## src/logic/rw_engine_pkg.sv

```systemverilog
// Shared sizes and packet types for the read/write address stage, imported by RTL and testbench
package rw_engine_pkg;

  // ------------------------------------------------------------
  // Sizes
  // ------------------------------------------------------------

  // Width of one memory packet field
  localparam int FIELD_WIDTH  = 32;

  // Fields carried by every memory packet
  localparam int NUM_FIELDS   = 4;

  // Base pointer and request address width
  localparam int ADDR_WIDTH   = 64;

  // Granularity shift amount, 0 to 31
  localparam int SHIFT_WIDTH  = 5;

  // Operand field that becomes the address offset
  localparam int OFFSET_FIELD = 1;

  // ------------------------------------------------------------
  // Packet types
  // ------------------------------------------------------------

  // One field word
  typedef logic [FIELD_WIDTH-1:0] packet_field_t;

  // Whole packet, field 0 sits in the low bits
  typedef packet_field_t [NUM_FIELDS-1:0] memory_packet_t;

  // ------------------------------------------------------------
  // Configuration types
  // ------------------------------------------------------------

  // One bit per destination field, set means take the constant
  typedef logic [NUM_FIELDS-1:0] field_mask_t;

  // Row i selects the source fields for destination field i
  // Bit (i, j) set means field j may feed field i
  typedef logic [NUM_FIELDS-1:0][NUM_FIELDS-1:0] route_mask_t;

  // Granularity shift amount
  typedef logic [SHIFT_WIDTH-1:0] shift_amount_t;

  // Byte address and array base pointer
  typedef logic [ADDR_WIDTH-1:0] address_t;

endpackage : rw_engine_pkg

```

## src/logic/rw_config_regs.sv

```systemverilog
// Configuration holding registers, loaded by a strobe and kept valid until a clear or reset
module rw_config_regs (
  input  logic                          ap_clk,
  input  logic                          areset,
  input  logic                          clear,
  input  logic                          config_load,
  input  rw_engine_pkg::field_mask_t    const_mask,
  input  rw_engine_pkg::packet_field_t  const_value,
  input  rw_engine_pkg::route_mask_t    route_mask,
  input  rw_engine_pkg::shift_amount_t  granularity,
  input  logic                          shift_left,
  input  rw_engine_pkg::address_t       array_base,
  input  logic                          write_request,
  output logic                          config_valid,
  output rw_engine_pkg::field_mask_t    held_const_mask,
  output rw_engine_pkg::packet_field_t  held_const_value,
  output rw_engine_pkg::route_mask_t    held_route_mask,
  output rw_engine_pkg::shift_amount_t  held_granularity,
  output logic                          held_shift_left,
  output rw_engine_pkg::address_t       held_array_base,
  output logic                          held_write_request
);

  // ------------------------------------------------------------
  // Valid level
  // ------------------------------------------------------------

  // Clear beats a load arriving on the same edge
  always_ff @(posedge ap_clk) begin
    if (areset || clear) begin
      config_valid <= 1'b0;
    end else if (config_load) begin
      config_valid <= 1'b1;
    end
  end

  // ------------------------------------------------------------
  // Held fields
  // ------------------------------------------------------------

  // Only a load changes these, clear leaves them alone
  // Values show up on the cycle after the strobe
  always_ff @(posedge ap_clk) begin
    if (areset) begin
      held_const_mask    <= '0;
      held_const_value   <= '0;
      held_route_mask    <= '0;
      held_granularity   <= '0;
      held_shift_left    <= 1'b0;
      held_array_base    <= '0;
      held_write_request <= 1'b0;
    end else if (config_load && !clear) begin
      held_const_mask    <= const_mask;
      held_const_value   <= const_value;
      held_route_mask    <= route_mask;
      held_granularity   <= granularity;
      held_shift_left    <= shift_left;
      held_array_base    <= array_base;
      held_write_request <= write_request;
    end
  end

endmodule : rw_config_regs

```

## src/logic/rw_operand_select.sv

```systemverilog
// Operand selection stage, builds a registered operand packet from constants and routed input fields
module rw_operand_select (
  input  logic                          ap_clk,
  input  logic                          areset,
  input  logic                          clear,
  input  logic                          config_valid,
  input  rw_engine_pkg::field_mask_t    const_mask,
  input  rw_engine_pkg::packet_field_t  const_value,
  input  rw_engine_pkg::route_mask_t    route_mask,
  input  logic                          data_valid,
  input  rw_engine_pkg::memory_packet_t data,
  output logic                          operand_valid,
  output rw_engine_pkg::memory_packet_t operand
);

  import rw_engine_pkg::*;

  // Next operand packet before the register
  memory_packet_t operand_next;

  // Packet is taken only under a valid configuration
  logic           accept;

  assign accept = data_valid && config_valid;

  // ------------------------------------------------------------
  // Field selection
  // ------------------------------------------------------------

  always_comb begin
    operand_next = '0;
    for (int i = 0; i < NUM_FIELDS; i++) begin
      if (const_mask[i]) begin
        operand_next[i] = const_value;
      end else begin
        // Ascending scan, so the highest set source is the last write
        // An empty row leaves the field at zero
        for (int j = 0; j < NUM_FIELDS; j++) begin
          if (route_mask[i][j]) begin
            operand_next[i] = data[j];
          end
        end
      end
    end
  end

  // ------------------------------------------------------------
  // Operand register
  // ------------------------------------------------------------

  // Valid follows the accept condition by one cycle
  always_ff @(posedge ap_clk) begin
    if (areset || clear) begin
      operand_valid <= 1'b0;
    end else begin
      operand_valid <= accept;
    end
  end

  // Payload holds its last value between packets
  always_ff @(posedge ap_clk) begin
    if (areset) begin
      operand <= '0;
    end else if (accept) begin
      operand <= operand_next;
    end
  end

endmodule : rw_operand_select

```

## src/logic/rw_address_gen.sv

```systemverilog
// Address stage, shifts operand field 1 onto the array base and registers the request
module rw_address_gen (
  input  logic                          ap_clk,
  input  logic                          areset,
  input  logic                          clear,
  input  rw_engine_pkg::shift_amount_t  granularity,
  input  logic                          shift_left,
  input  rw_engine_pkg::address_t       array_base,
  input  logic                          write_request,
  input  logic                          operand_valid,
  input  rw_engine_pkg::memory_packet_t operand,
  output logic                          request_valid,
  output rw_engine_pkg::address_t       request_address,
  output rw_engine_pkg::memory_packet_t request_data,
  output logic                          request_write
);

  import rw_engine_pkg::*;

  // Configuration the operand stage used, one cycle behind the held copy
  shift_amount_t stage_granularity;
  logic          stage_shift_left;
  address_t      stage_array_base;
  logic          stage_write_request;

  // Offset field zero-extended to full address width
  address_t offset_wide;

  // Offset after the granularity shift
  address_t offset_shifted;

  // Base plus offset, wraps modulo 2^64
  address_t address_next;

  // ------------------------------------------------------------
  // Configuration delay
  // ------------------------------------------------------------

  // A packet entering on a reload strobe keeps the old configuration here too
  always_ff @(posedge ap_clk) begin
    if (areset) begin
      stage_granularity   <= '0;
      stage_shift_left    <= 1'b0;
      stage_array_base    <= '0;
      stage_write_request <= 1'b0;
    end else begin
      stage_granularity   <= granularity;
      stage_shift_left    <= shift_left;
      stage_array_base    <= array_base;
      stage_write_request <= write_request;
    end
  end

  // ------------------------------------------------------------
  // Offset and address
  // ------------------------------------------------------------

  assign offset_wide = {{(ADDR_WIDTH - FIELD_WIDTH){1'b0}}, operand[OFFSET_FIELD]};

  // Left shift scales an index up, right shift scales it down
  always_comb begin
    if (stage_shift_left) begin
      offset_shifted = offset_wide << stage_granularity;
    end else begin
      offset_shifted = offset_wide >> stage_granularity;
    end
  end

  // Carry out of bit 63 is dropped
  assign address_next = stage_array_base + offset_shifted;

  // ------------------------------------------------------------
  // Request register
  // ------------------------------------------------------------

  // Valid and address are both cleared
  always_ff @(posedge ap_clk) begin
    if (areset || clear) begin
      request_valid   <= 1'b0;
      request_address <= '0;
    end else begin
      request_valid <= operand_valid;
      if (operand_valid) begin
        request_address <= address_next;
      end
    end
  end

  // Data and write flag ride along with the address
  always_ff @(posedge ap_clk) begin
    if (areset) begin
      request_data  <= '0;
      request_write <= 1'b0;
    end else if (operand_valid) begin
      request_data  <= operand;
      request_write <= stage_write_request;
    end
  end

endmodule : rw_address_gen

```

## src/logic/rw_engine_top.sv

```systemverilog
// Top of the read/write address stage, wires config registers into operand selection and address forming
module rw_engine_top (
  input  logic                          ap_clk,
  input  logic                          areset,
  input  logic                          clear,
  input  logic                          config_load,
  input  rw_engine_pkg::field_mask_t    const_mask,
  input  rw_engine_pkg::packet_field_t  const_value,
  input  rw_engine_pkg::route_mask_t    route_mask,
  input  rw_engine_pkg::shift_amount_t  granularity,
  input  logic                          shift_left,
  input  rw_engine_pkg::address_t       array_base,
  input  logic                          write_request,
  input  logic                          data_valid,
  input  rw_engine_pkg::memory_packet_t data,
  output logic                          request_valid,
  output rw_engine_pkg::address_t       request_address,
  output rw_engine_pkg::memory_packet_t request_data,
  output logic                          request_write
);

  import rw_engine_pkg::*;

  // ------------------------------------------------------------
  // Held configuration
  // ------------------------------------------------------------

  logic           config_valid;
  field_mask_t    held_const_mask;
  packet_field_t  held_const_value;
  route_mask_t    held_route_mask;
  shift_amount_t  held_granularity;
  logic           held_shift_left;
  address_t       held_array_base;
  logic           held_write_request;

  // Stage 1 to stage 2
  logic           operand_valid;
  memory_packet_t operand;

  rw_config_regs u_rw_config_regs (
    .ap_clk             (ap_clk),
    .areset             (areset),
    .clear              (clear),
    .config_load        (config_load),
    .const_mask         (const_mask),
    .const_value        (const_value),
    .route_mask         (route_mask),
    .granularity        (granularity),
    .shift_left         (shift_left),
    .array_base         (array_base),
    .write_request      (write_request),
    .config_valid       (config_valid),
    .held_const_mask    (held_const_mask),
    .held_const_value   (held_const_value),
    .held_route_mask    (held_route_mask),
    .held_granularity   (held_granularity),
    .held_shift_left    (held_shift_left),
    .held_array_base    (held_array_base),
    .held_write_request (held_write_request)
  );

  // ------------------------------------------------------------
  // Two-stage datapath
  // ------------------------------------------------------------

  // Packets are gated here, later stages trust operand_valid
  rw_operand_select u_rw_operand_select (
    .ap_clk        (ap_clk),
    .areset        (areset),
    .clear         (clear),
    .config_valid  (config_valid),
    .const_mask    (held_const_mask),
    .const_value   (held_const_value),
    .route_mask    (held_route_mask),
    .data_valid    (data_valid),
    .data          (data),
    .operand_valid (operand_valid),
    .operand       (operand)
  );

  rw_address_gen u_rw_address_gen (
    .ap_clk          (ap_clk),
    .areset          (areset),
    .clear           (clear),
    .granularity     (held_granularity),
    .shift_left      (held_shift_left),
    .array_base      (held_array_base),
    .write_request   (held_write_request),
    .operand_valid   (operand_valid),
    .operand         (operand),
    .request_valid   (request_valid),
    .request_address (request_address),
    .request_data    (request_data),
    .request_write   (request_write)
  );

endmodule : rw_engine_top

```

## config.mk

```make
export PLATFORM = sky130hd
export DESIGN_NAME = rw_engine_top
export DESIGN_NICKNAME = d
export VERILOG_FILES = /design/src/logic/rw_engine_pkg.sv /design/src/logic/rw_config_regs.sv /design/src/logic/rw_operand_select.sv /design/src/logic/rw_address_gen.sv /design/src/logic/rw_engine_top.sv
export SDC_FILE = /design/constraint.sdc
export NUM_CORES = 2
export LEC_CHECK = 0
export BUFFER_PORTS_ARGS = -buffer_cell sky130_fd_sc_hd__buf_2
export CAP_MARGIN = 20
export CELL_PAD_IN_SITES_DETAIL_PLACEMENT = 2
export CELL_PAD_IN_SITES_GLOBAL_PLACEMENT = 2
export CORE_MARGIN = 3
export CORE_UTILIZATION = 35
export CTS_BUF_LIST = sky130_fd_sc_hd__clkbuf_16
export CTS_CLUSTER_DIAMETER = 80
export DETAILED_ROUTE_END_ITERATION = 8
export PLACE_DENSITY = 0.95
export SYNTH_ARGS = -nofsm -noshare
export SYNTH_HDL_FRONTEND = slang
export SYNTH_SLANG_ARGS = --single-unit
```

## constraint.sdc

```tcl
create_clock -name ap_clk -period 13.6 [get_ports ap_clk]
set_input_delay 0.68 -clock ap_clk [delete_from_list [all_inputs] [get_ports ap_clk]]
set_output_delay 0.68 -clock ap_clk [all_outputs]
set_load 0.01 [all_outputs]
```

==> impl_summary.log <==
INFO  metric synth.most_common_cell = nand2_1
INFO  metric max_cap_violations = 0
INFO  metric drive_above_1_share = 15.1%
INFO  metric synth_area = between 20000 and 30000 µm²
INFO  metric worst-setup-path-type = register to register
INFO  metric grt_first_pass_wirelength = ~210000 µm
INFO  metric final_nets = 4555
INFO  metric post-route-min-period = ~5800 ps
INFO  metric postSynthNetCount = ~4300
INFO  metric cell_internal_pwr = 2.65 mW
INFO  metric fmaxAchievable = 172 MHz
INFO  metric synthToLayoutAreaGrowth = 16.7%
INFO  metric timing.critical_path.arrival = 6330 ps
INFO  metric post_cts_resize_count = 0
INFO  metric sw_frac_of_total = between 20 and 30%
INFO  metric synth_ff_type = dfxtp_1
INFO  metric finalClockSkew = 48.8 ps
INFO  metric clock_latency_on_the_worst_skew_pair = between 600 and 700 ps
INFO  metric power_frac_clock = a little under half
INFO  metric max-clock-path-buffers = 3
INFO  metric route.antenna.remaining_nets = 0
INFO  metric setup.worst_path.start_class = register
INFO  metric postLayoutCoreUtil = between 40% and 50%
INFO  metric finalCritPeriodShare = 42.8%
INFO  metric core_region_area = 82200 µm²
INFO  metric first_global_vias = 33400
INFO  metric power.net_switching = between 1 and 1.5 mW
INFO  metric detail_route.first_pass.iterations = 6
INFO  metric clkSinkCount = 518
INFO  metric clock_pin_slew_on_the_worst_setup_and_hold_paths = about 60 ps
INFO  metric synthCells = roughly 4000
INFO  metric detail_route.drc_violations = 0
INFO  metric required = 14110 ps
INFO  metric place.detailed.hpwl = about 100000 µm
INFO  metric hold_buffers = 0
INFO  metric register_bit_total_from_synthesis = just over 500
INFO  metric gr-usage-all-layers = approximately a third
INFO  metric antenna_violations_before_repair = 31
INFO  metric initialDrtViolationCount = ~2500
INFO  metric design.die.area = roughly 87000 µm²
INFO  metric number_of_hold_slack_violations_in_the_final_timing_report = 0
INFO  metric clock-root-buffer = clkbuf_16
INFO  metric synth_top_cell_area_share = ~36%
INFO  metric floorplan.die.height = just under 300 µm
INFO  metric crit_path_end_kind = register
INFO  metric drt-wirelength-per-cell = 26.5 µm
INFO  metric grt_setup_unrepaired = false
INFO  metric ys.warnings.count = 0
INFO  metric die_w = between 200 and 300 µm
INFO  metric tritoncts = built
INFO  metric worst_pin_slew = 1070 ps
INFO  metric synth_area_leader_cell = dfxtp_1
INFO  metric maximum_number_of_pins_on_one_net_before_global_route_repair = between 150 and 200
INFO  metric floorplan.io_pins = 450
INFO  metric cts.repair_timing.setup_buffer_count = 0
INFO  metric route.final.wire_length = between 100000 and 150000 µm
INFO  metric setup_total_negative_slack = 0 ps
INFO  metric synthTopCellsByArea = dfxtp_1 (36%), a21oi_1 (11%), nand2_1 (9.6%)
INFO  metric synth_sequential_area_ratio = about 36%
INFO  metric htreeDepth = 2
INFO  metric port_buffers = about 450
INFO  metric detailroute.via_count = between 30000 and 40000
INFO  metric start_util = a little over a third
INFO  metric post_drt_via_cell_ratio = slightly below 6
INFO  metric timing.reg2reg.worst_path_depth = 20
INFO  metric cp_max_fo = 94
INFO  metric synth.cells.most_frequent = nand2_1 (748), a21oi_1 (625), nor2_1 (551)
INFO  metric synth-edff-count = 0
INFO  metric globalRoute.totalOverflow = 0
INFO  metric floorplan.rows = ~110
INFO  metric holdPathStages = 3
INFO  metric ys_types = 70
INFO  metric cts_made_buffers = slightly above 60
INFO  metric ir_worst_vdd = approximately 110 µV
INFO  metric async_flop_share = 0%
INFO  metric power_per_cell_area = approximately 110 nW/µm²
INFO  metric cellLeakagePower = around 13 nW
INFO  metric sequentialPowerShare = roughly 43%
INFO  metric avgSynthCellArea = 7.26 µm²
INFO  metric setup_viol_count_final = 0
INFO  metric drv_slew = 0
INFO  metric comb_power_share = between 10% and 20%
INFO  metric worst_rel_slew_slack = between 20% and 30%
INFO  metric gpl.final_weighted_congestion = about 0.95
INFO  metric min-delay-path-class = input pin to register
INFO  metric outcome = finished, final reports clean
power groups by stage:
| stage | combinational (mW) | sequential, mW | clock, mW |
|---|---|---|---|
| 2_1_floorplan | 0.246 | 1.59 | 0 |
| 3_3_place_gp | 0.387 | 1.61 | 0 |
| 3_5_place_dp | 0.406 | 1.61 | 0 |
| 4_1_cts | 0.414 | 1.58 | 1.74 |
| 5_1_grt | 0.458 | 1.58 | 1.80 |
| 6_report | 0.423 | 1.58 | 1.71 |
critical path, stage by stage, from the launching register on:
cell and delay (ps):
dfxtp_2 310, buf_4 610, nand2b_1 160, o21ai_0 290
mux2i_1 310, mux2i_1 330, nor2_1 120, o21ai_0 400
and3_1 230, a21oi_1 50, ha_1 440, a21oi_1 270
o21bai_1 100, a21oi_1 180, nand2_1 70, o21ai_1 510
o21ai_1 280, a41o_1 330, a311o_1 370, nand4b_1 140
o211ai_1 110
registers in the layout, summed over array words and instances (netlist names), 4 cells and up:
name	flops
u_rw_address_gen.stage_array_base	64
u_rw_address_gen.request_data	128
u_rw_address_gen.request_address	64
u_rw_config_regs.held_route_mask	16
u_rw_config_regs.held_array_base	64
u_rw_address_gen.stage_granularity	5
u_rw_config_regs.held_const_mask	4
u_rw_operand_select.operand	128
u_rw_config_regs.held_const_value	32
u_rw_config_regs.held_granularity	5
cells in the final DEF, fill, tap and decap left out, drive strengths merged, types with 18 or more instances in the layout:
cell type	instances
a21oi	628
clkbuf	62
nor2	551
nand4	28
clkinv	33
buf	489
xnor2	36
nor2b	86
nand3	18
o21a	19
nand2b	36
a21o	31
inv	42
o21ai	283
a22oi	128
dfxtp	518
ha	63
mux2i	265
nand2	748
worst paths after layout:
check / start / endpoint / slack [ps]
worst max-delay path: u_rw_address_gen.stage_granularity[0] / u_rw_address_gen.request_address[61] / 7780
worst max register to register: u_rw_address_gen.stage_granularity[0] / u_rw_address_gen.request_address[61] / 7780
worst min register to register: u_rw_config_regs.held_array_base[32] / u_rw_address_gen.stage_array_base[32] / 450
worst min-delay path: route_mask[10] / u_rw_config_regs.held_route_mask[10] / 270
layer usage:
| layer | vias up | track usage, % | wire length, µm |
|---|---|---|---|
| li1 | 14200 | - | - |
| met1 | 15600 | 37.2 | 56800 |
| met2 | 1048 | 57.5 | 71400 |
| met3 | 349 | 5.13 | 7790 |
| met4 | 38 | 12.3 | 6300 |
| met5 | - | 0 | 238 |
layout make-up:
cell class	count	area (µm²)
multi-input cells	3131	17400
fillers	9548	48300
clock inverters	51	488
clock buffers	62	1550
well taps	1070	1340
diodes	13	32.5
flip-flops and latches	518	10400
repair buffers	489	2580
inverters	34	128
cell families (layout without fill, tap and decap cells):
logic type      count (synthesis)  after routing  synth area share [%]
compound gates               1202           1202                  23.6
simple gates                 1528           1528                  21.6
other cells                     0             13                     0
flops                         518            518                  35.6
fa+ha+maj                      64             64                  2.78
buf+inv                       358            636                  4.63
xor+xnor                       49             49                  1.47
mux                           288            288                  10.3
per-stage QoR:
stage | hold slack, ps | instance area, µm² | power (mW) | setup slack, ps | std cells
finish | 268 | 34000 | 3.71 | 7780 | 5368
global route | 267 | 33900 | 3.84 | 7410 | 5360
CTS | 237 | 33900 | 3.73 | 7820 | 5355
global placement | 435 | 31900 | 2.00 | 8070 | 5242
detailed placement | 450 | 31900 | 2.02 | 7820 | 5242
floorplan | 432 | 29100 | 1.84 | 9070 | 4007
Power figures use the tool's default switching activity.
